File: src/hdl/uiq_pkg.sv
package uiq_pkg;

    // datapath and tag widths.
    localparam int xlen = 32;
    localparam int tag_w = 6;

    // queue geometry.
    localparam int depth = 16;
    localparam int idx_w = 4;

    // issue ports and result buses.
    localparam int num_units = 3;
    localparam int num_wb = 3;

    // rv32i major opcodes in the supported subset.
    localparam logic [6:0] opc_op = 7'b0110011;
    localparam logic [6:0] opc_op_imm = 7'b0010011;
    localparam logic [6:0] opc_lui = 7'b0110111;
    localparam logic [6:0] opc_load = 7'b0000011;
    localparam logic [6:0] opc_store = 7'b0100011;

    // funct7 values for the base and alternate forms.
    localparam logic [6:0] f7_base = 7'b0000000;
    localparam logic [6:0] f7_alt = 7'b0100000;

    typedef enum logic [3:0] {
        op_none = 4'd0,
        op_add,
        op_addi,
        op_lui,
        op_ori,
        op_xor,
        op_srai,
        op_lb,
        op_lw,
        op_sb,
        op_sw
    } op_t;

    typedef enum logic [1:0] {
        unit_alu0 = 2'd0,
        unit_alu1 = 2'd1,
        unit_mem = 2'd2
    } unit_t;

    typedef struct packed {
        logic [xlen-1:0] pc;
        op_t op;
        unit_t unit;
        logic [tag_w-1:0] src1_tag;
        logic [xlen-1:0] src1_data;
        logic src1_rdy;
        logic [tag_w-1:0] src2_tag;
        logic [xlen-1:0] src2_data;
        logic src2_rdy;
        logic [xlen-1:0] imm;
        logic [tag_w-1:0] dest;
        logic [tag_w-1:0] rob;
    } entry_t;

endpackage
File: src/hdl/uiq_ifs.sv
// allocation and release traffic from control to entry storage.
interface alloc_if;

    logic we;
    logic [uiq_pkg::idx_w-1:0] idx;
    uiq_pkg::entry_t entry;
    logic [uiq_pkg::depth-1:0] release_mask;

    modport driver (
        output we,
        output idx,
        output entry,
        output release_mask
    );

    modport storage (
        input we,
        input idx,
        input entry,
        input release_mask
    );

endinterface


File: src/hdl/issue_ctrl.sv
module issue_ctrl (
    input  logic                                             clk,
    input  logic                                             rstn,
    input  logic                                             disp_valid,
    output logic                                             disp_ready,
    input  uiq_pkg::op_t                                     dec_op,
    input  logic                                             dec_is_mem,
    input  logic                                             dec_zero_src1,
    input  logic                                             dec_zero_src2,
    input  logic [uiq_pkg::xlen-1:0]                         pc,
    input  logic [uiq_pkg::tag_w-1:0]                        src1_tag,
    input  logic [uiq_pkg::xlen-1:0]                         src1_data,
    input  logic                                             src1_rdy,
    input  logic [uiq_pkg::tag_w-1:0]                        src2_tag,
    input  logic [uiq_pkg::xlen-1:0]                         src2_data,
    input  logic                                             src2_rdy,
    input  logic [uiq_pkg::xlen-1:0]                         imm,
    input  logic [uiq_pkg::tag_w-1:0]                        dest,
    input  logic [uiq_pkg::tag_w-1:0]                        rob,
    input  logic [uiq_pkg::depth-1:0]                        entry_valid,
    input  logic [uiq_pkg::num_units-1:0]                    sel_req,
    input  logic [uiq_pkg::num_units-1:0][uiq_pkg::idx_w-1:0] sel_idx,
    input  logic [uiq_pkg::num_units-1:0]                    issue_ready,
    alloc_if.driver                                          alloc
);

    logic free_found;
    logic [uiq_pkg::idx_w-1:0] free_idx;
    logic alloc_we;
    logic rr_alu1;
    uiq_pkg::entry_t new_entry;

    // lowest free slot.
    always_comb begin
        free_found = 1'b0;
        free_idx = '0;
        for (int i = 0; i < uiq_pkg::depth; i++) begin
            if (!entry_valid[i] && !free_found) begin
                free_found = 1'b1;
                free_idx = uiq_pkg::idx_w'(i);
            end
        end
    end

    assign disp_ready = free_found;

    // unsupported encodings are taken but dropped here.
    assign alloc_we = disp_valid && disp_ready && (dec_op != uiq_pkg::op_none);

    // alu round robin, moves only on an accepted alu op.
    always_ff @(posedge clk or negedge rstn) begin
        if (!rstn) begin
            rr_alu1 <= 1'b0;
        end else if (alloc_we && !dec_is_mem) begin
            rr_alu1 <= ~rr_alu1;
        end
    end

    always_comb begin
        new_entry.pc = pc;
        new_entry.op = dec_op;
        if (dec_is_mem) begin
            new_entry.unit = uiq_pkg::unit_mem;
        end else begin
            new_entry.unit = rr_alu1 ? uiq_pkg::unit_alu1 : uiq_pkg::unit_alu0;
        end
        new_entry.src1_tag = src1_tag;
        new_entry.src1_data = dec_zero_src1 ? '0 : src1_data;
        new_entry.src1_rdy = dec_zero_src1 | src1_rdy;
        new_entry.src2_tag = src2_tag;
        new_entry.src2_data = dec_zero_src2 ? '0 : src2_data;
        new_entry.src2_rdy = dec_zero_src2 | src2_rdy;
        new_entry.imm = imm;
        new_entry.dest = dest;
        new_entry.rob = rob;
    end

    // an entry leaves at the edge where its port handshakes.
    always_comb begin
        alloc.release_mask = '0;
        for (int n = 0; n < uiq_pkg::num_units; n++) begin
            if (sel_req[n] && issue_ready[n]) begin
                alloc.release_mask[sel_idx[n]] = 1'b1;
            end
        end
    end

    assign alloc.we = alloc_we;
    assign alloc.idx = free_idx;
    assign alloc.entry = new_entry;

endmodule

File: src/flat_wrapper.sv
// flat-port wrapper written by rule: the top's interface ports become plain ports
module issue_ctrl_flat 
  (clk, rstn, disp_valid, disp_ready, dec_op, dec_is_mem, dec_zero_src1, dec_zero_src2, pc, src1_tag, src1_data, src1_rdy, src2_tag, src2_data, src2_rdy, imm, dest, rob, entry_valid, sel_req, sel_idx, issue_ready, alloc_we, alloc_idx, alloc_entry, alloc_release_mask);
  alloc_if alloc_i ();
  input  logic clk;
  input  logic rstn;
  input  logic disp_valid;
  output logic disp_ready;
  input  uiq_pkg::op_t dec_op;
  input  logic dec_is_mem;
  input  logic dec_zero_src1;
  input  logic dec_zero_src2;
  input  logic [uiq_pkg::xlen-1:0] pc;
  input  logic [uiq_pkg::tag_w-1:0] src1_tag;
  input  logic [uiq_pkg::xlen-1:0] src1_data;
  input  logic src1_rdy;
  input  logic [uiq_pkg::tag_w-1:0] src2_tag;
  input  logic [uiq_pkg::xlen-1:0] src2_data;
  input  logic src2_rdy;
  input  logic [uiq_pkg::xlen-1:0] imm;
  input  logic [uiq_pkg::tag_w-1:0] dest;
  input  logic [uiq_pkg::tag_w-1:0] rob;
  input  logic [uiq_pkg::depth-1:0] entry_valid;
  input  logic [uiq_pkg::num_units-1:0] sel_req;
  input  logic [uiq_pkg::num_units-1:0][uiq_pkg::idx_w-1:0] sel_idx;
  input  logic [uiq_pkg::num_units-1:0] issue_ready;
  output wire logic [$bits(alloc_i.we)-1:0] alloc_we;
  output wire logic [$bits(alloc_i.idx)-1:0] alloc_idx;
  output wire logic [$bits(alloc_i.entry)-1:0] alloc_entry;
  output wire logic [$bits(alloc_i.release_mask)-1:0] alloc_release_mask;
  assign alloc_we = alloc_i.we;
  assign alloc_idx = alloc_i.idx;
  assign alloc_entry = alloc_i.entry;
  assign alloc_release_mask = alloc_i.release_mask;
  issue_ctrl u_core (.clk(clk), .rstn(rstn), .disp_valid(disp_valid), .disp_ready(disp_ready), .dec_op(dec_op), .dec_is_mem(dec_is_mem), .dec_zero_src1(dec_zero_src1), .dec_zero_src2(dec_zero_src2), .pc(pc), .src1_tag(src1_tag), .src1_data(src1_data), .src1_rdy(src1_rdy), .src2_tag(src2_tag), .src2_data(src2_data), .src2_rdy(src2_rdy), .imm(imm), .dest(dest), .rob(rob), .entry_valid(entry_valid), .sel_req(sel_req), .sel_idx(sel_idx), .issue_ready(issue_ready), .alloc(alloc_i));
endmodule
File: config.mk
export PLATFORM = sky130hd
export DESIGN_NAME = issue_ctrl_flat
export DESIGN_NICKNAME = d
export VERILOG_FILES = /design/src/hdl/uiq_pkg.sv /design/src/hdl/uiq_ifs.sv /design/src/hdl/issue_ctrl.sv /design/src/flat_wrapper.sv
export SDC_FILE = /design/constraint.sdc
export NUM_CORES = 1
export LEC_CHECK = 0
export BUFFER_PORTS_ARGS = -buffer_cell sky130_fd_sc_hd__buf_4
export CAP_MARGIN = 25
export CELL_PAD_IN_SITES_DETAIL_PLACEMENT = 0
export CELL_PAD_IN_SITES_GLOBAL_PLACEMENT = 1
export CORE_AREA = 2 2 147 149
export DETAILED_ROUTE_END_ITERATION = 6
export DIE_AREA = 0 0 149 151
export GPL_ROUTABILITY_DRIVEN = 0
export GPL_TIMING_DRIVEN = 0
export PLACE_DENSITY_LB_ADDON = 0.05
export SLEW_MARGIN = 20
export SYNTH_ARGS = -nofsm -noshare
export SYNTH_HDL_FRONTEND = slang
export SYNTH_SLANG_ARGS = --single-unit
File: constraint.sdc
create_clock -name clk -period 2.01 [get_ports clk]
set_input_delay 0.402 -clock clk [delete_from_list [all_inputs] [get_ports clk]]
set_output_delay 0.402 -clock clk [all_outputs]
set_load 0.02 [all_outputs]
==> flow_summary.json <==
{
  "track_usage_pct": 8.742,
  "peakVddDrop_mv": 0.05342,
  "area.sequential_um2": 25.02,
  "post_cts.repair.setup_buffers": 0,
  "yosys.area_share.adder_pct": 0,
  "holdCritPathClass": "in2async",
  "final_area_um2": 4334,
  "critPathMaxFanout": 4,
  "largestRegisters": "u_core.rr_alu1 (1)",
  "ant_nets": 0,
  "coreArea_um2": 20820,
  "seqPwrFrac_pct": 3.6,
  "grt_max_degree": 11,
  "skew_ps": 0,
  "fin_setup_tns_ps": 0,
  "fin_crit_ps": 1952,
  "yosys.area_share.xor_xnor_pct": 0.4892,
  "synth_edf_count": 0,
  "dieArea_um2": 22500,
  "synth_top_family_by_area": "simple AND/OR/NAND/NOR gates",
  "synth_compound_area_share_pct": 10.27,
  "p_leak_nw": 2.313,
  "row_count": 53,
  "p_int_mw": 0.5689,
  "clkSlewWorstSetupHoldPaths_ps": 0,
  "gr-total-overflow": 0,
  "synth-simple-area-share_pct": 46.33,
  "switching_share_pct": 45.86,
  "clkPwrFrac_pct": 0,
  "wl_per_cell_um": 14.11,
  "num_vias": 2797,
  "netlist_area_um2": 1790,
  "syn_nets": 479,
  "synth_top_area_share_pct": 38.99,
  "placed_area_um2": 4319,
  "layoutNonFillerInstCount": 849,
  "drt-pass1-iter-count": 4,
  "power.switching_mw": 0.4819,
  "dp_slack_ps": 44.69,
  "io_buffers": 291,
  "finish.utilization_pct": 20.81,
  "drive_above_1_share_pct": 68.36,
  "via_per_inst": 3.294,
  "die_w_um": 149,
  "slew_viol_final": 0,
  "fin_hold_ws_ps": 177.6,
  "min_period_over_period_pct": 97.09,
  "cp.required_ps": 1610,
  "initial_core_util_pct": 8.599,
  "drt_iter0_drc": 31,
  "power_mw": 1.051,
  "ys_seq_area_share_pct": 1.398,
  "max_freq_mhz": 512.4,
  "worstSetupStartpoint": "sel_req[1]",
  "ys_ff_latch": 1,
  "p_per_area_nw_per_um2": 242.4,
  "die_height_um": 151,
  "worst_pin_slew_ps": 657.4,
  "io_pins": 380,
  "arrival_ps": 1550,
  "slew_headroom_pct": 55.84,
  "totalWireLength_um": 11980,
  "largest_reg_flops": 1,
  "synth_cells": 281,
  "pwr-share-comb_pct": 96.4,
  "clk_latency_ps": 0,
  "hold_viol": 0,
  "fillCellCount": 2419,
  "rsz0062_at_grt": "yes",
  "r2r_cells": 1,
  "place_hpwl_um": 11060,
  "start_kind": "input port",
  "critical_path_class": "in2out",
  "antenna_found_initial": 2,
  "ys_async_sr_fraction_pct": 100.0,
  "synthFlopType": "dfrtp_1",
  "cap_violations": 0,
  "syn_avg_cell_area_um2": 6.372,
  "reg2reg_from": "u_core.rr_alu1",
  "critPathCaptureType": "output pin",
  "drc": 0,
  "syn2layout_area_growth_pct": 142.1,
  "yosys_warnings": 0,
  "multi_input_area_um2": 1032,
  "grt_pass1_wl_um": 15100,
  "dp_cells": 847,
  "grt_pass1_vias": 2445,
  "fin_nets": 772,
  "ys_top_cells_by_area": "buf_4 39%, nor2b_1 25%, nand2_1 6.7%",
  "synth_top_cell_by_area": "buf_4",
  "synthMuxAreaShare_pct": 0,
  "finalSetupViolations": 0,
  "ys_types": 28,
  "status": "complete, no violations",
  "top_register": "u_core.rr_alu1",
  "fin_ws_ps": 58.41
}
-- final timing paths --
kind                            slack [ps]                     to
max in group asynchronous             1750         u_core.rr_alu1
min in group clk                       460         u_core.rr_alu1
worst max register to register        1350         u_core.rr_alu1
worst min-delay path                   180         u_core.rr_alu1
worst min register to register         460         u_core.rr_alu1
worst max-delay path                    60  alloc_release_mask[0]
-- worst max-delay path, stage by stage --
cell     delay, ps
buf_4           80
nand2_1         80
nor3_1         520
a22oi_1        170
nand2_1        140
buf_4          150
-- cells in the final DEF, fill, tap and decap left out --
master	synthesis	final
a21boi_0	1	1
o21ai_0	3	3
nor2_1	10	10
or2_1	1	1
nand4_1	3	3
nor3b_2	0	2
buf_4	93	384
nor3b_1	4	2
a32o_1	1	1
nand2_1	32	32
diode_2	0	2
a22oi_1	12	12
nand2b_1	1	1
o211ai_1	1	1
or2_2	2	2
nand3_1	16	16
nor2b_1	72	72
clkbuf_1	6	6
a211o_1	1	1
nor3_1	5	5
nand4_2	1	1
dfrtp_1	1	1
xor2_1	1	1
a21oi_1	1	1
a31oi_1	1	1
and4_1	2	2
o41ai_2	1	1
inv_1	6	6
a32oi_1	2	2
nor4_2	1	1
-- synth_stat cells, drive strengths merged, types with 3 or more instances --
cell and count:
buf 93, nor2b 72, nand2 32, nand3 16
a22oi 12, nor2 10, clkbuf 6, inv 6
nor3 5, nand4 4, nor3b 4, o21ai 3
or2 3
-- routing by layer --
layer	GRT usage [%]	wire, um	vias up
met5	0	0	-
met4	0	0	0
met3	1.506	861	0
met2	18.34	6969	144
met1	9.570	4145	1239
li1	-	-	1414
-- area by class of cell --
| cell class | count | share of cell area, % |
|---|---|---|
| multi-input combinational | 175 | 23.82 |
| tap | 275 | 7.939 |
| timing repair buffer | 291 | 50.40 |
| sequential | 1 | 0.5774 |
| antenna | 2 | 0.1155 |
| inverter | 6 | 0.5196 |
| buffer | 99 | 16.63 |
-- repair_timing --
item | 4_1_cts | 5_1_grt
setup endpoints to repair | 0 | 6
resized for setup | 0 | 2
hold buffers | 0 | 0
-- cells by family (layout without fill, tap and decap cells) --
logic type                Yosys count  in the layout
AOI/OAI and AO/OA                  24             24
buffers and inverters             105            396
DFF                                 1              1
other                               0              2
xor gates and xnor gates            1              1
and+or+nand+nor                   150            150
-- power by group through the flow --
stage	registers [mW]	logic [mW]	clock network (mW)
detailed placement	0.0380	1.03	0
floorplan	0.0358	0.513	0
finish	0.0374	1.01	0.000000134
global route	0.0382	1.08	0
global placement	0.0369	1.03	0
CTS	0.0375	1.03	0
(Power assumes the default switching activity.)
