<file path="src/hdl/uiq_pkg.sv">
package uiq_pkg;

    // datapath and tag widths.
    localparam int xlen = 32;
    localparam int tag_w = 6;

    // queue geometry.
    localparam int depth = 16;
    localparam int idx_w = 4;

    // issue ports and result buses.
    localparam int num_units = 3;
    localparam int num_wb = 3;

    // rv32i major opcodes in the supported subset.
    localparam logic [6:0] opc_op = 7'b0110011;
    localparam logic [6:0] opc_op_imm = 7'b0010011;
    localparam logic [6:0] opc_lui = 7'b0110111;
    localparam logic [6:0] opc_load = 7'b0000011;
    localparam logic [6:0] opc_store = 7'b0100011;

    // funct7 values for the base and alternate forms.
    localparam logic [6:0] f7_base = 7'b0000000;
    localparam logic [6:0] f7_alt = 7'b0100000;

    typedef enum logic [3:0] {
        op_none = 4'd0,
        op_add,
        op_addi,
        op_lui,
        op_ori,
        op_xor,
        op_srai,
        op_lb,
        op_lw,
        op_sb,
        op_sw
    } op_t;

    typedef enum logic [1:0] {
        unit_alu0 = 2'd0,
        unit_alu1 = 2'd1,
        unit_mem = 2'd2
    } unit_t;

    typedef struct packed {
        logic [xlen-1:0] pc;
        op_t op;
        unit_t unit;
        logic [tag_w-1:0] src1_tag;
        logic [xlen-1:0] src1_data;
        logic src1_rdy;
        logic [tag_w-1:0] src2_tag;
        logic [xlen-1:0] src2_data;
        logic src2_rdy;
        logic [xlen-1:0] imm;
        logic [tag_w-1:0] dest;
        logic [tag_w-1:0] rob;
    } entry_t;

endpackage
</file>
<file path="src/hdl/op_decoder.sv">
module op_decoder (
    input  logic [6:0]      opcode,
    input  logic [2:0]      funct3,
    input  logic [6:0]      funct7,
    output uiq_pkg::op_t    op,
    output logic            is_mem,
    output logic            zero_src1,
    output logic            zero_src2
);

    always_comb begin
        op = uiq_pkg::op_none;
        case (opcode)
            uiq_pkg::opc_op: begin
                // r-type needs the exact base funct7.
                if (funct7 == uiq_pkg::f7_base) begin
                    if (funct3 == 3'b000) begin
                        op = uiq_pkg::op_add;
                    end else if (funct3 == 3'b100) begin
                        op = uiq_pkg::op_xor;
                    end
                end
            end
            uiq_pkg::opc_op_imm: begin
                if (funct3 == 3'b000) begin
                    op = uiq_pkg::op_addi;
                end else if (funct3 == 3'b110) begin
                    op = uiq_pkg::op_ori;
                end else if (funct3 == 3'b101 && funct7 == uiq_pkg::f7_alt) begin
                    // srli shares funct3, only the arithmetic form is kept.
                    op = uiq_pkg::op_srai;
                end
            end
            uiq_pkg::opc_lui: op = uiq_pkg::op_lui;
            uiq_pkg::opc_load: begin
                if (funct3 == 3'b000) begin
                    op = uiq_pkg::op_lb;
                end else if (funct3 == 3'b010) begin
                    op = uiq_pkg::op_lw;
                end
            end
            uiq_pkg::opc_store: begin
                if (funct3 == 3'b000) begin
                    op = uiq_pkg::op_sb;
                end else if (funct3 == 3'b010) begin
                    op = uiq_pkg::op_sw;
                end
            end
            default: op = uiq_pkg::op_none;
        endcase
    end

    assign is_mem = (op == uiq_pkg::op_lb) || (op == uiq_pkg::op_lw) ||
                    (op == uiq_pkg::op_sb) || (op == uiq_pkg::op_sw);

    // lui has no register sources at all.
    assign zero_src1 = (op == uiq_pkg::op_lui);

    // immediate forms and loads take no second register.
    assign zero_src2 = (op == uiq_pkg::op_addi) || (op == uiq_pkg::op_ori) ||
                       (op == uiq_pkg::op_srai) || (op == uiq_pkg::op_lui) ||
                       (op == uiq_pkg::op_lb) || (op == uiq_pkg::op_lw);

endmodule

</file>
<file path="config.mk">
export PLATFORM = sky130hd
export DESIGN_NAME = op_decoder
export DESIGN_NICKNAME = d
export VERILOG_FILES = /design/src/hdl/uiq_pkg.sv /design/src/hdl/op_decoder.sv
export SDC_FILE = /design/constraint.sdc
export NUM_CORES = 1
export LEC_CHECK = 0
export BUFFER_PORTS_ARGS = -buffer_cell sky130_fd_sc_hd__buf_2
export CORE_AREA = 2 2 39 41
export DETAILED_ROUTE_END_ITERATION = 12
export DIE_AREA = 0 0 41 43
export PLACE_DENSITY = 0.46
export SETUP_SLACK_MARGIN = 0.4
export SYNTH_ARGS = -nofsm -noshare
export SYNTH_HDL_FRONTEND = slang
export SYNTH_SLANG_ARGS = --single-unit
</file>
<file path="constraint.sdc">
create_clock -name vclk -period 4.1
set_input_delay 0.41 -clock vclk [all_inputs]
set_output_delay 0.41 -clock vclk [all_outputs]
set_load 0.02 [all_outputs]
</file>
==> summary.md, run 1 <==
| Metric | Value |
|---|---|
| Outcome | `finished, final reports clean` |
| CLK BUF | `0` |
| Register area share after synthesis | `0` |
| Worst Hold End | `zero_src1` |
| All-Layer GR Usage | `0.102` |
| Max VDD drop | `approximately 19 uV` |
| Placed instance count | `77` |
| Clock Power Share | `0` |
| Post-DRT Antenna Nets | `0` |
| Synth Instances | `37` |
| RSZ-0062 raised after global routing | `false` |
| Residual DRC | `0` |
| GR Overflow Total | `0` |
| Top-count cell post-synth | `nand2_1` |
| Syn_area_per_cell | `roughly 6.8 um^2` |
| Sw power | `0.0114 mW` |
| Vias in the first global route | `around 330` |
| Layout Cells excl Fill | `77` |
| Fmax | `~450 MHz` |
| DP HPWL | `between 700 and 800 um` |
| Gates resized, CTS repair | `0` |
| Initial DRC Count | `3` |
| Final hold vios | `0` |
| DR pass1 iterations | `2` |
| CP Data Required Time | `between 3000 and 4000 ps` |
| Final setup vio count | `0` |
| Via count | `between 300 and 400` |
| Layout area overhead | `55.4%` |
| Pin count of the biggest net entering global routing | `9` |
| Least-Margin Pin Slew | `approximately 300 ps` |
| Lkg Pwr | `0.191 nW` |
| Met1 Routed Length | `364 um` |
| Int Power | `between 0.01 and 0.015 mW` |
| Met3 routed WL | `75 um` |
| Top cell type's share of synthesized area | `0.0792` |
| Max Used Layer | `met3` |
| PortBufs | `24` |
| Worst Hold Class | `in2out` |
| Share of layout cells above drive strength 1 | `0.475` |
| Fin Setup TNS | `0 ps` |
| Area leader, netlist | `nor3_1` |
| Routability cong. | `a little under 0.8` |
| Final Critical Period | `between 2000 and 2500 ps` |
| Power per Cell Area | `57.2 mW/mm^2` |
| Number of cells on the worst hold path | `4` |
| N_diodes | `0` |
| NumNets Final | `80` |
| Seq pwr share | `0` |
| DR vias/cell | `around 4.8` |
| WL/cell | `roughly 11 um` |
| CP Class | `in2out` |
| YS warnings | `0` |
| Setup Buffers After CTS | `0` |
| Die height | `between 40 and 50 um` |
| Worst setup path startpoint | `opcode[6]` |
| Site row count | `14` |
| Post-synth top cells | `nand2_1, nor3_1, nand2b_1, nor2_1, o21ai_0` |
| Initial antenna violation count | `0` |
| Startpoint Class | `input port` |
| Syn Std Cell Area | `between 200 and 300 um^2` |
| First-pass GRT wire length | `~1.4 mm` |
| Netlist cell types | `22` |
| Sw Ratio | `0.506` |
| Slew HR | `0.799` |
| Top cells by area, synth | `nor3_1, nand2_1, nand2b_1, a31o_1, and4bb_4` |
| Die span in x | `roughly 40 um` |
| Initial Util | `0.183` |
| Tcrit/Tclk final | `0.537` |
| Seq_cells | `0` |
| Slew Viols, Final | `0` |
| Max-cap viol count | `0` |
| Worst endpoint data arrival time | `1790 ps` |
| CTS Hold Bufs | `0` |
| Final wirelength | `between 800 and 900 um` |
| Gate power share | `1.000` |
| Highest net fanout along the worst path | `6` |
| Boundary pin count | `24` |
| FF/Latch Area | `0 um^2` |
| Net count after synthesis | `between 50 and 60` |
| Area of the core | `~0.0014 mm^2` |
| Hold Crit Start | `opcode[2]` |
| Worst Setup End Kind | `primary output` |
| Total Die Area | `0.00176 mm^2` |
| Met2 WL | `373 um` |
## through the flow
stage / setup WS, ps / util / cell area [um^2] / total power [mW] / hold slack (ps)
after detailed placement: 1890 / 0.284 / 393 / 0.0227 / 1220
after global routing: 1790 / 0.284 / 393 / 0.0251 / 1250
after global placement: 1890 / 0.284 / 393 / 0.0225 / 1210
after CTS: 1890 / 0.284 / 393 / 0.0227 / 1220
final: 1900 / 0.284 / 393 / 0.0225 / 1210
after floorplan: 2100 / - / 253 / 0.00898 / 966
## kinds of logic (layout without fill, tap and decap cells)
kind of cell	after synthesis	count (layout)	share of synthesized area
AND/OR/NAND/NOR	25	25	0.639
AO/OA/AOI/OAI	11	11	0.347
buffers and inverters	1	25	0.0148
## placed cells by master (no fill, tap or decap), types with 2 or more instances in the layout
| master | n |
|---|---|
| o21ai_0 | 3 |
| nand3_1 | 2 |
| nor3_1 | 4 |
| a31o_1 | 2 |
| nor2_1 | 3 |
| buf_2 | 24 |
| nand2_1 | 5 |
| nand2b_1 | 3 |
## worst max-delay path, stage by stage
cell,delay (ps)
buf_2,90
and4bb_4,360
nand2_4,80
or4_4,510
a31o_1,180
buf_2,150
## worst max path at each step
stage,depth (start not counted),to,slack (ps)
2_1_floorplan,4,zero_src2,2100
3_3_place_gp,6,zero_src2,1890
3_5_place_dp,6,zero_src2,1890
4_1_cts,6,zero_src2,1890
5_1_grt,6,zero_src2,1790
6_report,6,zero_src2,1900
## final cells by class
class                           count  area (um^2)
Timing Repair Buffer               24          120
Multi-Input combinational cell     36          249
Tap cell                           16         20.0
Fill cell                         171          991
Inverter                            1         3.75
## routing by layer
layer	GRT usage	vias to the layer above
li1	-	195
met1	0.152	161
met2	0.169	15
met3	0	0
met4	0	0
met5	0	-
## power by group through the flow
stage	Clock, mW	Sequential [mW]	Combinational, mW
after CTS	0	0	0.0227
after detailed placement	0	0	0.0227
after global routing	0	0	0.0251
after floorplan	0	0	0.00898
final	0	0	0.0225
after global placement	0	0	0.0225
(Power assumes the default switching activity.)
==> inputs of run 2 (changes only) <==
--- a/config.mk
+++ b/config.mk
@@ -9,7 +9,7 @@
 export CORE_AREA = 2 2 39 41
 export DETAILED_ROUTE_END_ITERATION = 12
 export DIE_AREA = 0 0 41 43
-export PLACE_DENSITY = 0.46
+export PLACE_DENSITY = 0.48
 export SETUP_SLACK_MARGIN = 0.4
 export SYNTH_ARGS = -nofsm -noshare
 export SYNTH_HDL_FRONTEND = slang
==> constraint.sdc (replaced) <==
create_clock -name vclk -period 2
set_input_delay 0.2 -clock vclk [all_inputs]
set_output_delay 0.2 -clock vclk [all_outputs]
set_load 0.02 [all_outputs]
==> run 2 against run 1 <==
  * Cell count is 3.9% higher
  * Count of clock-buffer cells in the layout stayed put
  * Critical path depth stayed put
  * First-iteration DRC count stayed put
  * Die area stayed put
  * Critical path type unchanged
  * Critical endpoint unchanged
  * Largest power group unchanged
  * Highest routed layer is now met4
==> summary.md, run 2 (same netlist as run 1, synthesis figures left out) <==
| Metric | Value |
|---|---|
| Final setup vio count | `0` |
| Vias in the first global route | `366` |
| Initial Util | `0.183` |
| Pin count of the biggest net entering global routing | `9` |
| Number of cells on the worst hold path | `4` |
| Gate power share | `1.000` |
| Commonest cells after routing, fill and taps aside | `buf_2, nand2_1, buf_6` |
| CP Data Required Time | `between 1500 and 2000 ps` |
| Layout area overhead | `83.2%` |
| Final hold vios | `0` |
| Slew Viols, Final | `0` |
| Fmax | `between 500 and 600 MHz` |
| DP HPWL | `716 um` |
| DR vias/cell | `between 5 and 6` |
| Placement Setup Slack | `between 200 and 250 ps` |
| Boundary pin count | `24` |
| DR pass1 iterations | `4` |
| Worst endpoint data arrival time | `roughly 1500 ps` |
| Seq_cells | `0` |
| Max-cap viol count | `0` |
| Initial antenna violation count | `0` |
| Worst Hold Class | `in2out` |
| Routability cong. | `between 0.7 and 0.8` |
| Int Power | `~0.028 mW` |
| Final Critical Period | `~1700 ps` |
| First-pass GRT wire length | `roughly 1.3 mm` |
| Final wirelength | `just over 900 um` |
| Total Power | `about 0.054 mW` |
| PortBufs | `24` |
| Seq pwr share | `0` |
| Fin Setup TNS | `0 ps` |
| Die span in x | `41 um` |
| Startpoint Class | `input port` |
| Outcome | `finished, final reports clean` |
| N_diodes | `0` |
| All-Layer GR Usage | `0.103` |
| Worst Setup End Kind | `primary output` |
| NumNets Final | `83` |
| Via count | `around 400` |
| Least-Margin Pin Slew | `311 ps` |
| Slew HR | `0.791` |
| Site row count | `14` |
| FF/Latch Area | `0 um^2` |
| Power per Cell Area | `between 100 and 150 mW/mm^2` |
| Hold Crit Start | `opcode[2]` |
| RSZ-0062 raised after global routing | `true` |
| GR Overflow Total | `0` |
| CLK BUF | `0` |
| Share of layout cells above drive strength 1 | `0.547` |
| Sw power | `around 0.026 mW` |
| Worst Hold End | `zero_src1` |
| CTS Hold Bufs | `0` |
| Area of the core | `roughly 0.0014 mm^2` |
| WL/cell | `between 10 and 15 um` |
| Post-DRT Antenna Nets | `0` |
| Tcrit/Tclk final | `0.862` |
| Lkg Pwr | `approximately 0.21 nW` |
| Total Die Area | `around 0.0018 mm^2` |
| Initial DRC Count | `3` |
| Clock Power Share | `0` |
| CP Class | `in2out` |
| Final worst slack | `between 200 and 300 ps` |
| Die height | `around 43 um` |
| Highest net fanout along the worst path | `2` |
| Fillers | `156` |
| Residual DRC | `0` |
| Hold Slack | `around 790 ps` |
| Max VDD drop | `slightly below 50 uV` |
| Commonest non-fill, non-tap cell in the layout | `buf_2` |
| Sw Ratio | `0.489` |
==> run 2: changes by cell type in the layout (fill, tap and decap cells not counted) <==
cell / delta
buf_2: -4
buf_6: +4
buf_4: +3
nand2_1: -1
nand2_2: +1
nor3_1: -1
nor3_2: +1
nor4_2: -1
nor4_4: +1
o2bb2ai_1: -1
o2bb2ai_2: +1
==> run 2: timing repair <==
item	CTS	global route
pin swaps	4	4
gates cloned	0	0
gates resized for setup	6	4
endpoints found under the setup margin	2	3
buffers inserted	3	0
==> run 2: worst max-delay path by stage <==
stage               from         to  slack, ps  depth (start not counted)
2_1_floorplan  opcode[6]  zero_src2        420                          4
3_3_place_gp   funct7[3]  zero_src2        210                          6
3_5_place_dp   funct7[3]  zero_src2        210                          6
4_1_cts        opcode[3]  zero_src2        250                          6
5_1_grt        funct7[6]  zero_src2        240                          6
6_report       opcode[3]  zero_src2        280                          6
==> run 2: worst max-delay path, cell delays in order <==
cell      delay (ps)
buf_2             90
and4bb_4         340
nand2_4           50
or4_4            510
a31o_1           200
buf_6            130
==> run 2: layout make-up <==
cell class                 instances  area (um^2)  area share
multi-input combinational         36          272       0.586
inverter                           1         3.75     0.00811
tap                               16         20.0      0.0432
timing repair buffer              27          168       0.362
==> run 2: power by group through the flow <==
stage	Sequential (mW)	Clock, mW	Combinational (mW)
final	0	0	0.0539
after global routing	0	0	0.0588
after CTS	0	0	0.0509
after detailed placement	0	0	0.0460
after global placement	0	0	0.0460
after floorplan	0	0	0.0184
==> run 2: per-stage QoR <==
stage          cells  utilization  area, um^2
2_1_floorplan     37            -         253
5_1_grt           80        0.335         463
4_1_cts           80        0.319         442
3_5_place_dp      77        0.284         393
3_3_place_gp      77        0.284         393
6_report          80        0.335         463
==> run 2: per-layer routing <==
metal	track usage	up-vias	part of all wire
li1	-	203	-
met1	0.133	184	0.40
met2	0.169	17	0.50
met3	0.00524	2	0.077
met4	0.0400	0	0.016
met5	0	-	0
